$ cat config.mk
export PLATFORM = sky130hd
export DESIGN_NAME = serial_cpu_8bit
export DESIGN_NICKNAME = d
export VERILOG_FILES = /design/src/common/serial_cpu_pkg.sv /design/src/source/serial_cpu_8bit.sv /design/src/source/execute_unit.sv /design/src/source/operand_regfile.sv /design/src/source/cpu_sequencer.sv
export SDC_FILE = /design/constraint.sdc
export NUM_CORES = 1
export LEC_CHECK = 0
export ABC_AREA = 1
export BUFFER_PORTS_ARGS = -buffer_cell sky130_fd_sc_hd__buf_2
export CAP_MARGIN = 20
export CORE_MARGIN = 2
export CORE_UTILIZATION = 60
export CTS_BUF_LIST = sky130_fd_sc_hd__clkbuf_4 sky130_fd_sc_hd__clkbuf_8
export CTS_CLUSTER_DIAMETER = 30
export DETAILED_ROUTE_END_ITERATION = 8
export HOLD_SLACK_MARGIN = 0.15
export PLACE_DENSITY = 0.77
export SETUP_SLACK_MARGIN = 0.02
export SYNTH_ARGS = -nofsm -noshare
export SYNTH_HDL_FRONTEND = slang
export SYNTH_HIERARCHICAL = 1
export SYNTH_SLANG_ARGS = --single-unit
$ cat constraint.sdc
create_clock -name clk -period 5.45 [get_ports clk]
set_input_delay 0.8175 -clock clk [delete_from_list [all_inputs] [get_ports clk]]
set_output_delay 0.8175 -clock clk [all_outputs]
set_load 0.05 [all_outputs]
$ cat src/common/serial_cpu_pkg.sv
/* widths, instruction field positions, opcode / state / status types
   and the opcode-class functions used for operand select and write-back */

package serial_cpu_pkg;

    // ----------------------------------------
    // widths
    // ----------------------------------------
    localparam int data_width      = 16;
    localparam int byte_width      = 8;
    localparam int pc_width        = 8;
    localparam int mem_addr_width  = pc_width + 1;
    localparam int opcode_width    = 5;
    localparam int reg_count       = 8;
    localparam int reg_index_width = 3;

    // instruction fields
    localparam int op_msb    = 15;
    localparam int op_lsb    = 11;
    localparam int r1_msb    = 10;
    localparam int r1_lsb    = 8;
    localparam int r2_msb    = 6;
    localparam int r2_lsb    = 4;
    localparam int r3_msb    = 2;
    localparam int r3_lsb    = 0;
    localparam int val2_msb  = 7;
    localparam int val2_lsb  = 4;
    localparam int val3_msb  = val2_lsb - 1;
    localparam int val3_lsb  = 0;
    // imm8 is val2 and val3 read as one byte
    localparam int imm8_msb  = val2_msb;
    localparam int imm8_lsb  = val3_lsb;

    typedef logic [data_width-1:0]      word_t;
    typedef logic [byte_width-1:0]      byte_t;
    typedef logic [pc_width-1:0]        pc_t;
    typedef logic [reg_index_width-1:0] reg_index_t;

    typedef enum logic [opcode_width-1:0] {
        NOP, HALT, LOAD, STORE, LDIH, ADD, ADDI, SUB, SUBI, SUIH, CMP, AND, OR,
        XOR, SLL, SRL, SET, JUMP, JMPR, BZ, BNZ, BN, BNN, BC, BNC
    } opcode_t;

    typedef enum logic [3:0] {
        IDLE, FETCH_HI, FETCH_LO, DECODE, EXECUTE, MEM_LO, MEM_HI, WRITEBACK
    } cpu_state_t;

    typedef enum logic [1:0] {
        status_run  = 2'b00,
        status_halt = 2'b01,
        status_end  = 2'b10
    } status_t;

    // ----------------------------------------
    // opcode classes
    // ----------------------------------------
    function automatic logic sets_flags(opcode_t op);
        return op inside {LDIH, SUIH, ADD, ADDI, SUB, SUBI, CMP, AND, OR, XOR, SLL, SRL};
    endfunction

    // loads write r1 byte by byte, so they are not in this class
    function automatic logic writes_register(opcode_t op);
        return op inside {LDIH, ADD, ADDI, SUIH, SUB, SUBI, AND, OR, XOR, SLL, SRL, SET};
    endfunction

    function automatic logic a_from_r1(opcode_t op);
        return op inside {LDIH, SUIH, ADDI, SUBI, JMPR, BZ, BNZ, BN, BNN, BC, BNC, SET};
    endfunction

    function automatic logic a_from_r2(opcode_t op);
        return op inside {LOAD, STORE, ADD, SUB, CMP, AND, OR, XOR, SLL, SRL};
    endfunction

    function automatic logic b_from_r3(opcode_t op);
        return op inside {ADD, SUB, CMP, AND, OR, XOR};
    endfunction

    function automatic logic b_from_val3(opcode_t op);
        return op inside {LOAD, STORE, SLL, SRL};
    endfunction

    function automatic logic b_from_imm8(opcode_t op);
        return op inside {ADDI, SUBI, JUMP, JMPR, BZ, BNZ, BN, BNN, BC, BNC, SET};
    endfunction

    function automatic logic b_from_imm8_high(opcode_t op);
        return op inside {LDIH, SUIH};
    endfunction

endpackage
$ cat src/source/serial_cpu_8bit.sv
/* top level of the byte-fed CPU core: sequencer, register file
   and execute unit joined to the instruction and data memory ports */

`timescale 1ns/10ps

module serial_cpu_8bit (
    input  logic                                        clk,
    input  logic                                        rst_n,
    input  logic                                        start,
    input  serial_cpu_pkg::byte_t                       i_data,
    input  serial_cpu_pkg::byte_t                       d_rdata,
    output logic [serial_cpu_pkg::mem_addr_width-1:0]   i_addr,
    output logic [serial_cpu_pkg::mem_addr_width-1:0]   d_addr,
    output serial_cpu_pkg::byte_t                       d_wdata,
    output logic                                        d_we,
    output logic                                        busy,
    output serial_cpu_pkg::status_t                     status
);

    serial_cpu_pkg::opcode_t    opcode;
    serial_cpu_pkg::reg_index_t r1;
    serial_cpu_pkg::reg_index_t r2;
    serial_cpu_pkg::reg_index_t r3;
    logic [3:0]                 val3;
    serial_cpu_pkg::byte_t      imm8;
    logic                       latch_operands;
    logic                       execute_now;
    logic                       load_lo;
    logic                       load_hi;
    logic                       writeback;
    logic                       mem_phase_hi;
    logic                       branch_taken;
    serial_cpu_pkg::word_t      operand_a;
    serial_cpu_pkg::word_t      operand_b;
    serial_cpu_pkg::word_t      store_data;
    serial_cpu_pkg::word_t      result;

    cpu_sequencer cpu_sequencer_inst (
        .clk, .rst_n, .start, .branch_taken,
        .branch_target (result[serial_cpu_pkg::pc_width-1:0]),
        .i_data, .i_addr, .opcode, .r1, .r2, .r3, .val3, .imm8,
        .latch_operands, .execute_now, .load_lo, .load_hi, .writeback,
        .mem_phase_hi, .busy, .status
    );

    operand_regfile operand_regfile_inst (
        .clk, .rst_n, .opcode, .r1, .r2, .r3, .val3, .imm8,
        .latch_operands, .load_lo, .load_hi, .writeback, .result, .d_rdata,
        .operand_a, .operand_b, .store_data
    );

    execute_unit execute_unit_inst (
        .clk, .rst_n, .opcode, .operand_a, .operand_b, .store_data,
        .execute_now, .load_lo, .load_hi, .mem_phase_hi,
        .result, .branch_taken, .d_addr, .d_wdata, .d_we
    );

endmodule

$ cat src/source/execute_unit.sv
/* ALU with zero, negative and carry flags, result register,
   branch decision and the two-byte store to data memory */

`timescale 1ns/10ps

module execute_unit (
    input  logic                                        clk,
    input  logic                                        rst_n,
    input  serial_cpu_pkg::opcode_t                     opcode,
    input  serial_cpu_pkg::word_t                       operand_a,
    input  serial_cpu_pkg::word_t                       operand_b,
    input  serial_cpu_pkg::word_t                       store_data,
    input  logic                                        execute_now,
    input  logic                                        load_lo,
    input  logic                                        load_hi,
    input  logic                                        mem_phase_hi,
    output serial_cpu_pkg::word_t                       result,
    output logic                                        branch_taken,
    output logic [serial_cpu_pkg::mem_addr_width-1:0]   d_addr,
    output serial_cpu_pkg::byte_t                       d_wdata,
    output logic                                        d_we
);

    logic [serial_cpu_pkg::data_width:0] sum_full;
    logic [serial_cpu_pkg::data_width:0] diff_full;
    serial_cpu_pkg::word_t               alu_out;
    logic                                alu_carry;
    logic                                zero_flag;
    logic                                neg_flag;
    logic                                carry_flag;

    // extra top bit is carry out, or borrow for the difference
    assign sum_full  = {1'b0, operand_a} + {1'b0, operand_b};
    assign diff_full = {1'b0, operand_a} - {1'b0, operand_b};

    // ----------------------------------------
    // ALU
    // ----------------------------------------
    always_comb
    begin
        alu_out   = sum_full[serial_cpu_pkg::data_width-1:0];
        alu_carry = sum_full[serial_cpu_pkg::data_width];
        case (opcode)
            serial_cpu_pkg::AND:  {alu_carry, alu_out} = {1'b0, operand_a & operand_b};
            serial_cpu_pkg::OR:   {alu_carry, alu_out} = {1'b0, operand_a | operand_b};
            serial_cpu_pkg::XOR:  {alu_carry, alu_out} = {1'b0, operand_a ^ operand_b};
            serial_cpu_pkg::SLL:  {alu_carry, alu_out} = {carry_flag, operand_a << operand_b[3:0]};
            serial_cpu_pkg::SRL:  {alu_carry, alu_out} = {carry_flag, operand_a >> operand_b[3:0]};
            serial_cpu_pkg::SUB,
            serial_cpu_pkg::SUBI,
            serial_cpu_pkg::SUIH,
            serial_cpu_pkg::CMP:  {alu_carry, alu_out} = diff_full;
            serial_cpu_pkg::SET,
            serial_cpu_pkg::JUMP: alu_out = operand_b;
            default:              ;
        endcase
    end

    // result and flags at the end of EXECUTE
    always_ff @(posedge clk or negedge rst_n)
    begin
        if (!rst_n)
        begin
            result     <= '0;
            zero_flag  <= 1'b0;
            neg_flag   <= 1'b0;
            carry_flag <= 1'b0;
        end
        else if (execute_now)
        begin
            result <= alu_out;
            if (serial_cpu_pkg::sets_flags(opcode))
            begin
                zero_flag  <= (alu_out == '0);
                neg_flag   <= alu_out[serial_cpu_pkg::data_width-1];
                carry_flag <= alu_carry;
            end
        end
    end

    // ----------------------------------------
    // branch and store
    // ----------------------------------------
    always_comb
    begin
        case (opcode)
            serial_cpu_pkg::JUMP,
            serial_cpu_pkg::JMPR: branch_taken = 1'b1;
            serial_cpu_pkg::BZ:   branch_taken = zero_flag;
            serial_cpu_pkg::BNZ:  branch_taken = !zero_flag;
            serial_cpu_pkg::BN:   branch_taken = neg_flag;
            serial_cpu_pkg::BNN:  branch_taken = !neg_flag;
            serial_cpu_pkg::BC:   branch_taken = carry_flag;
            serial_cpu_pkg::BNC:  branch_taken = !carry_flag;
            default:              branch_taken = 1'b0;
        endcase
    end

    assign d_addr  = {result[serial_cpu_pkg::pc_width-1:0], mem_phase_hi};
    assign d_wdata = mem_phase_hi ? store_data[15:8] : store_data[7:0];
    assign d_we    = (opcode == serial_cpu_pkg::STORE) && (load_lo || load_hi);

    // a store writes the low byte, then the high byte in the next cycle
    a_store_pair: assert property (@(posedge clk) disable iff (!rst_n)
        d_we |-> (load_lo && !mem_phase_hi) or (mem_phase_hi && $past(d_we && load_lo)));

endmodule

$ cat src/source/operand_regfile.sv
/* eight general registers, operand latching in DECODE,
   byte-wise load writes and result write-back */

`timescale 1ns/10ps

module operand_regfile (
    input  logic                        clk,
    input  logic                        rst_n,
    input  serial_cpu_pkg::opcode_t     opcode,
    input  serial_cpu_pkg::reg_index_t  r1,
    input  serial_cpu_pkg::reg_index_t  r2,
    input  serial_cpu_pkg::reg_index_t  r3,
    input  logic [3:0]                  val3,
    input  serial_cpu_pkg::byte_t       imm8,
    input  logic                        latch_operands,
    input  logic                        load_lo,
    input  logic                        load_hi,
    input  logic                        writeback,
    input  serial_cpu_pkg::word_t       result,
    input  serial_cpu_pkg::byte_t       d_rdata,
    output serial_cpu_pkg::word_t       operand_a,
    output serial_cpu_pkg::word_t       operand_b,
    output serial_cpu_pkg::word_t       store_data
);

    serial_cpu_pkg::word_t regs [serial_cpu_pkg::reg_count];
    logic                  is_load;

    assign is_load = (opcode == serial_cpu_pkg::LOAD);

    // ----------------------------------------
    // register writes
    // ----------------------------------------
    always_ff @(posedge clk or negedge rst_n)
    begin
        if (!rst_n)
        begin
            for (int i = 0; i < serial_cpu_pkg::reg_count; i++)
                regs[i] <= '0;
        end
        else if (load_lo && is_load)
            regs[r1][7:0] <= d_rdata;
        else if (load_hi && is_load)
            regs[r1][15:8] <= d_rdata;
        else if (writeback && serial_cpu_pkg::writes_register(opcode))
            regs[r1] <= result;
    end

    // ----------------------------------------
    // operand latch
    // ----------------------------------------
    always_ff @(posedge clk)
    begin
        if (latch_operands)
        begin
            // JUMP and the no-operand opcodes see zero on the a side
            if (serial_cpu_pkg::a_from_r1(opcode))
                operand_a <= regs[r1];
            else if (serial_cpu_pkg::a_from_r2(opcode))
                operand_a <= regs[r2];
            else
                operand_a <= '0;

            if (serial_cpu_pkg::b_from_r3(opcode))
                operand_b <= regs[r3];
            else if (serial_cpu_pkg::b_from_val3(opcode))
                operand_b <= serial_cpu_pkg::word_t'(val3);
            else if (serial_cpu_pkg::b_from_imm8(opcode))
                operand_b <= serial_cpu_pkg::word_t'(imm8);
            else if (serial_cpu_pkg::b_from_imm8_high(opcode))
                operand_b <= {imm8, 8'h00};
            else
                operand_b <= '0;

            store_data <= regs[r1];
        end
    end

    // a load fills both bytes before its write-back phase
    a_load_order: assert property (@(posedge clk) disable iff (!rst_n)
        load_lo |-> !writeback ##1 (load_hi && !writeback) ##1 writeback);

endmodule

$ cat src/source/cpu_sequencer.sv
/* control FSM, program counter, instruction register,
   phase strobes and instruction byte address */

`timescale 1ns/10ps

module cpu_sequencer (
    input  logic                                        clk,
    input  logic                                        rst_n,
    input  logic                                        start,
    input  logic                                        branch_taken,
    input  serial_cpu_pkg::pc_t                         branch_target,
    input  serial_cpu_pkg::byte_t                       i_data,
    output logic [serial_cpu_pkg::mem_addr_width-1:0]   i_addr,
    output serial_cpu_pkg::opcode_t                     opcode,
    output serial_cpu_pkg::reg_index_t                  r1,
    output serial_cpu_pkg::reg_index_t                  r2,
    output serial_cpu_pkg::reg_index_t                  r3,
    output logic [3:0]                                  val3,
    output serial_cpu_pkg::byte_t                       imm8,
    output logic                                        latch_operands,
    output logic                                        execute_now,
    output logic                                        load_lo,
    output logic                                        load_hi,
    output logic                                        writeback,
    output logic                                        mem_phase_hi,
    output logic                                        busy,
    output serial_cpu_pkg::status_t                     status
);

    serial_cpu_pkg::cpu_state_t state;
    serial_cpu_pkg::cpu_state_t next_state;
    serial_cpu_pkg::word_t      ir;
    serial_cpu_pkg::pc_t        pc;
    logic                       run_done;

    // HALT, or falling off the last word without a branch
    assign run_done = (opcode == serial_cpu_pkg::HALT) || (!branch_taken && (pc == '1));

    // ----------------------------------------
    // state machine
    // ----------------------------------------
    always_comb
    begin
        next_state = state;
        case (state)
            serial_cpu_pkg::IDLE:      if (start) next_state = serial_cpu_pkg::FETCH_HI;
            serial_cpu_pkg::FETCH_HI:  next_state = serial_cpu_pkg::FETCH_LO;
            serial_cpu_pkg::FETCH_LO:  next_state = serial_cpu_pkg::DECODE;
            serial_cpu_pkg::DECODE:    next_state = serial_cpu_pkg::EXECUTE;
            serial_cpu_pkg::EXECUTE:   next_state = serial_cpu_pkg::MEM_LO;
            serial_cpu_pkg::MEM_LO:    next_state = serial_cpu_pkg::MEM_HI;
            serial_cpu_pkg::MEM_HI:    next_state = serial_cpu_pkg::WRITEBACK;
            serial_cpu_pkg::WRITEBACK:
                next_state = run_done ? serial_cpu_pkg::IDLE : serial_cpu_pkg::FETCH_HI;
            default:                   next_state = serial_cpu_pkg::IDLE;
        endcase
    end

    always_ff @(posedge clk or negedge rst_n)
    begin
        if (!rst_n)
            state <= serial_cpu_pkg::IDLE;
        else
            state <= next_state;
    end

    // instruction register, high byte first
    always_ff @(posedge clk or negedge rst_n)
    begin
        if (!rst_n)
            ir <= '0;
        else if (state == serial_cpu_pkg::FETCH_HI)
            ir[15:8] <= i_data;
        else if (state == serial_cpu_pkg::FETCH_LO)
            ir[7:0] <= i_data;
    end

    // pc and run status
    always_ff @(posedge clk or negedge rst_n)
    begin
        if (!rst_n)
        begin
            pc     <= '0;
            status <= serial_cpu_pkg::status_run;
        end
        else if (state == serial_cpu_pkg::IDLE && start)
        begin
            pc     <= '0;
            status <= serial_cpu_pkg::status_run;
        end
        else if (state == serial_cpu_pkg::WRITEBACK)
        begin
            if (branch_taken)
                pc <= branch_target;
            else if (opcode == serial_cpu_pkg::HALT)
                status <= serial_cpu_pkg::status_halt;
            else if (pc == '1)
                status <= serial_cpu_pkg::status_end;
            else
                pc <= pc + 1'b1;
        end
    end

    // ----------------------------------------
    // decoded fields and strobes
    // ----------------------------------------
    assign opcode = serial_cpu_pkg::opcode_t'(ir[serial_cpu_pkg::op_msb:serial_cpu_pkg::op_lsb]);
    assign r1     = ir[serial_cpu_pkg::r1_msb:serial_cpu_pkg::r1_lsb];
    assign r2     = ir[serial_cpu_pkg::r2_msb:serial_cpu_pkg::r2_lsb];
    assign r3     = ir[serial_cpu_pkg::r3_msb:serial_cpu_pkg::r3_lsb];
    assign val3   = ir[serial_cpu_pkg::val3_msb:serial_cpu_pkg::val3_lsb];
    assign imm8   = ir[serial_cpu_pkg::imm8_msb:serial_cpu_pkg::imm8_lsb];

    // byte-select bit is 1 only while fetching the high byte
    assign i_addr = {pc, state == serial_cpu_pkg::FETCH_HI};

    assign latch_operands = (state == serial_cpu_pkg::DECODE);
    assign execute_now    = (state == serial_cpu_pkg::EXECUTE);
    assign load_lo        = (state == serial_cpu_pkg::MEM_LO);
    assign load_hi        = (state == serial_cpu_pkg::MEM_HI);
    assign mem_phase_hi   = (state == serial_cpu_pkg::MEM_HI);
    assign writeback      = (state == serial_cpu_pkg::WRITEBACK);
    assign busy           = (state != serial_cpu_pkg::IDLE);

    // a taken branch moves pc, so the run must go on with the next fetch
    a_branch_continues: assert property (@(posedge clk) disable iff (!rst_n)
        (writeback && branch_taken) |=> (state == serial_cpu_pkg::FETCH_HI));

endmodule

== Word level (Yosys, flattened, before mapping) ==
Cells that the tools add are included.

* Register bits: 225

* $add $sub $neg: 3
* Order comparisons: 4
* Eq/ne operators: 36
* Shift-type cells: 2
* Muxes and demuxes: 44
* Bitwise gates (word level): 8
* Reductions and logical operators: 37

{| class="wikitable"
|+ Operators with widths
! kind !! number
|-
| bitwise mux 128 bit || 3
|-
| 2-to-1 mux 128 bit || 3
|-
| 2-to-1 mux 16 bit || 14
|-
| binary-select mux 16 bit (select 3 bit) || 3
|-
| demux 16 bit (select 3 bit) || 3
|-
| case mux 16 bit (7 select lines) || 1
|-
| 2-to-1 mux 8 bit || 7
|-
| == test 5 bit (second input constant) || 9
|-
| == test 5 x 4 -> 1 bit (second input constant) || 8
|-
| nonzero test 12 bit || 3
|-
| case mux 4 bit (8 select lines) || 1
|-
| == test 5 x 3 -> 1 bit (second input constant) || 4
|-
| adder 16 x 16 -> 17 bit || 1
|-
| subtractor 16 x 16 -> 17 bit || 1
|-
| AND 16 bit || 1
|-
| == test 4 x 3 -> 1 bit (second input constant) || 4
|-
| zero test 16 bit || 1
|-
| OR 16 bit || 1
|-
| << shifter 16 x 4 -> 16 bit || 1
|-
| >> shifter 16 x 4 -> 16 bit || 1
|-
| bitwise XOR 16 bit || 1
|-
| >= comparator 4 bit (second input constant) || 3
|-
| NOT 3 -> 4 bit || 3
|-
| nonzero test 11 bit || 1
|-
| 30 further kinds || 56
|}

== Logic depth before layout (Yosys ltp) ==
* Depth after elaboration: 9
* Mapped depth: 21
* Gate-level depth less buffers: 19

== Cells and area by module ==
The synthesis kept the hierarchy.

{| class="wikitable"
|+ By module, submodules not included
! module !! times used !! cells each !! area each (µm²) !! seq. area each (µm²)
|-
| operand_regfile || 1 || 1909 || 12619.6 || 4644.5
|-
| execute_unit || 1 || 993 || 5332.6 || 475.5
|-
| cpu_sequencer || 1 || 202 || 1585.3 || 725.7
|}

== Worst setup path after synthesis ==
No wires, ideal clock.

* Path type: reg2reg
* Start point: reg cpu_sequencer_inst.state[1]
* End point: reg operand_regfile_inst.operand_a[0] (enable)
* Data arrival time: 2607 ps
* Data required time: 4996 ps
* Setup slack: 2389 ps
* Stages on the path, launching flop included: 4
* Cell sequence: dfrtp_1 buf_2 nand2_1 nor2_1

* Longest elaborated chain between the ends: 1

{| class="wikitable"
|+ RTL lines
! element !! line !! RTL
|-
| start, declared || cpu_sequencer.sv:30 || <nowiki>serial_cpu_pkg::cpu_state_t state;</nowiki>
|-
| start signal, assigned || cpu_sequencer.sv:62 || <nowiki>state <= serial_cpu_pkg::IDLE;</nowiki>
|-
| start signal, assigned || cpu_sequencer.sv:64 || <nowiki>state <= next_state;</nowiki>
|-
| == test 4 x 2 -> 1 bit || cpu_sequencer.sv:117 || <nowiki>assign latch_operands = (state == serial_cpu_pkg::DECODE);</nowiki>
|-
| net latch_operands || serial_cpu_8bit.sv:26 || <nowiki>logic latch_operands;</nowiki>
|-
| end signal, assigned || operand_regfile.sv:58 || <nowiki>operand_a <= regs[r1];</nowiki>
|-
| end signal, assigned || operand_regfile.sv:60 || <nowiki>operand_a <= regs[r2];</nowiki>
|-
| end, declared || operand_regfile.sv:21 || <nowiki>output serial_cpu_pkg::word_t operand_a,</nowiki>
|}

The timed path passes the listed nets, and every way through them passes these cells.
A chain may end at the register's enable or synchronous reset.

== Worst setup path after layout ==
* Start point: reg cpu_sequencer_inst.state[0]
* End point: out d_we

* Longest elaborated chain between the ends: 3
* Elaborated cells between the ends (all ways): 4
* Those cells by class: 2 x eq/ne; 2 x reduce/logical

{| class="wikitable"
|+ RTL lines
! element !! line !! RTL
|-
| == test 4 x 3 -> 1 bit || cpu_sequencer.sv:119 || <nowiki>assign load_lo = (state == serial_cpu_pkg::MEM_LO);</nowiki>
|-
| net load_lo || serial_cpu_8bit.sv:28 || <nowiki>logic load_lo;</nowiki>
|-
| logical OR 1 bit || execute_unit.sv:101 || <nowiki>assign d_we = (opcode == serial_cpu_pkg::STORE) && (load_lo || load_hi);</nowiki>
|-
| logical AND 1 bit || execute_unit.sv:101 ||
|-
| end, declared || serial_cpu_8bit.sv:15 || <nowiki>output logic d_we,</nowiki>
|}

The timed path passes the listed nets, and every way through them passes these cells.

==> run metrics <==
PnR Total Power=15.0 mW; root buffer cell=clkbuf_8; Setup WS pre-CTS=2.26 ns; Final nets=3102; clk buf depth=3; Power Dens Cells=728 mW/mm²; first-pass GRT wire length=120000 µm; TritonCTS clock tree=done; row cnt=66; fraction of layout cells with a size suffix above 1=0.0902; Seq cells post-synth=224; Crit Path Category=flip-flop to output pin; Vert. Die Dim=184 µm; Placer Congestion=1.06; Yosys cell types=49; min cycle time layout=3.51 ns; H-tree depth=2; Slowest cell on crit path=nor2_1; Pleak=10.2 nW; Worst VDD drop=0.373 mV; count of final setup violators=0; Vias/cell=6.34; Routed Antenna Nets=0; Slew @ Worst Pin=1.07 ns; HPWL Detailed=56700 µm; crit-path cells=inv_2, or2_4, nor2_1, o21ai_0, nor2_1, buf_2; # port buffers=48; io pins=49; Worst Path Arrival=2.69 ns; CP max stage delay=0.49 ns; Die X=184 µm; Final Cycle Share=0.644; GRT Overall Usage=0.470; CTS resizes=0; vias in the first global route=20500; via count=22300; cts hold-fix bufs=0; Max Clk Rate=285 MHz; Crit path top cell by count=nor2_1; Remaining DRCs=4; initial antenna violation count=0; Syn Std Cell Area=0.0195 mm²; Hold Vio Cnt, Final=0; largest net degree at the start of global routing=128; CTS Sinks=224; CP Max Fanout=7; failing checks=DRC; setup tns final=0 ns; pins over their slew limit=0; yosys warns=6; CP endpoint kind=output pin; RSZ-0062 raised after global routing=false; DR iter-0 viols=3098; drt wl/cell=22.7 µm; Synth Instances=3104; post-synthesis sequential area ratio=0.299; final core occ=0.640; Clock Skew=0.0338 ns; DRT Pass-1 Iters=9; status=finished with violations; Worst Setup Slack, final=1.94 ns; crit path launch type=flip-flop; Reg clk slew, reported paths=0.06 ns; top cells by area, synth=dfrtp_1 (23%), nand2_1 (18%), nand3_1 (12%), o21ai_0 (9.1%), edfxtp_1 (7.4%); Num CTS Buffers=52; slew margin rel.=0.284; area leader, netlist=dfrtp_1; CP required=4.63 ns; Starting Density=0.605; Hold Crit Class=primary input to async pin; core area=0.0323 mm²; setup bufs post-CTS=0; clk_lat worst skew=0.61 ns; Die ar.=0.0340 mm²; antenna fix cells=0; Post-Syn Nets=3175; Mapped Avg Cell Area=6.29 µm²; Congestion Overflow GR=0; area delta synth->final=5.84%; Synth top area share=0.225; routed wire length=79900 µm; max_cap viols=0
-- flip-flops by register name, indices dropped and copies added, names as in the netlist, 3 cells and up --
| signal | flops |
|---|---|
| operand_regfile_inst/regs | 128 |
| operand_regfile_inst/store_data | 16 |
| operand_regfile_inst/operand_a | 16 |
| operand_regfile_inst/operand_b | 16 |
| execute_unit_inst/result | 16 |
| cpu_sequencer_inst/state | 3 |
| cpu_sequencer_inst/pc | 8 |
| cpu_sequencer_inst/ir | 16 |
-- path summary, 6_finish.rpt --
kind	startpoint	end	slack, ns	cells after the start
hold reg to reg	operand_regfile_inst/regs[93]	operand_regfile_inst/regs[93]	0.47	2
setup reg to reg	cpu_sequencer_inst/ir[8]	operand_regfile_inst/operand_a[4]	2.01	9
setup / recovery	cpu_sequencer_inst/state[0]	d_we	1.94	6
hold / removal	rst_n	operand_regfile_inst/regs[40]	0.23	1
max in group asynchronous	rst_n	operand_regfile_inst/regs[125]	3.92	2
min in group clk	operand_regfile_inst/regs[93]	operand_regfile_inst/regs[93]	0.47	2
-- kinds of logic after synthesis --
| family | after synthesis | synth area share |
|---|---|---|
| AND/OR/NAND/NOR | 1752 | 0.390 |
| AO/OA/AOI/OAI | 593 | 0.163 |
| buffers and inverters | 469 | 0.107 |
| flip-flops | 224 | 0.299 |
| adder cells (fa/ha/maj) | 52 | 0.0341 |
| multiplexers | 10 | 0.00576 |
| XOR/XNOR | 4 | 0.00179 |
-- layout by cell type, fill, tap and decap left out, types with 11 or more instances in the layout --
cell type and count:
nand2_1 927, nand3_1 475, o21ai_0 354, nor2_1 238, inv_1 234, dfrtp_1 174, a21oi_1 152, clkbuf_8 60
ha_1 50, edfxtp_1 48, buf_2 47, buf_4 28, o22ai_1 23, inv_2 21, nand2_4 18, nand4_1 18
nor2_2 17, clkinv_1 16, nor3_1 13, a211oi_1 13, nand2_2 11, o211ai_1 11
-- per-stage QoR --
stage | cell area, µm² | instances | hold WS, ns
floorplan | 19500 | 3104 | 0.442
global placement | 19500 | 3417 | 0.455
detailed placement | 19500 | 3417 | 0.458
CTS | 20600 | 3512 | 0.287
global route | 20700 | 3514 | 0.323
finish | 20700 | 3514 | 0.233
-- worst max-delay path, delay by kind of cell, from the launching register on --
family	cells	cell delay, ns
compound gates	1	0.16
simple gates	3	1.04
buf+inv	2	0.42
flops	1	0.46
-- layout make-up --
type	instances	area (µm²)
Clock buffer	63	842
Clock inverter	32	310
Inverter	264	991
Multi-Input combinational cell	2411	11600
Timing Repair Buffer	78	507
Sequential cell	224	5850
Tap cell	442	553
Fill cell	3011	11600
-- where the power goes --
part           leakage (nW)  switching (mW)  internal, mW
registers              2.38            1.11          2.60
logic                  7.19            6.77          2.41
clock network         0.582           0.878          1.27
total                  10.2            8.76          6.29
-- Yosys cell counts (all sizes together) --
master	count
clkinv	8
o2bb2ai	8
or2	5
o211ai	11
a22oi	7
o221ai	2
nand3b	5
edfxtp	48
o31ai	1
nand2	956
o21a	1
and2	4
o21bai	4
nor2	264
inv	256
clkbuf	91
a211oi	13
o22ai	23
a21oi	152
nand4	18
buf	114
mux2	10
a22o	5
nor3	15
o21ai	361
nand3	485
ha	50
a31oi	4
xor2	4
a2bb2oi	1
dfrtp	176
fa	2
-- layer usage --
layer / part of all wire / up-vias / global-route usage
li1: - / 10100 / -
met1: 0.35 / 10200 / 0.547
met2: 0.43 / 1562 / 0.721
met3: 0.11 / 420 / 0.123
met4: 0.10 / 0 / 0.403
met5: 0 / - / 0
Power figures use the tool's default switching activity.
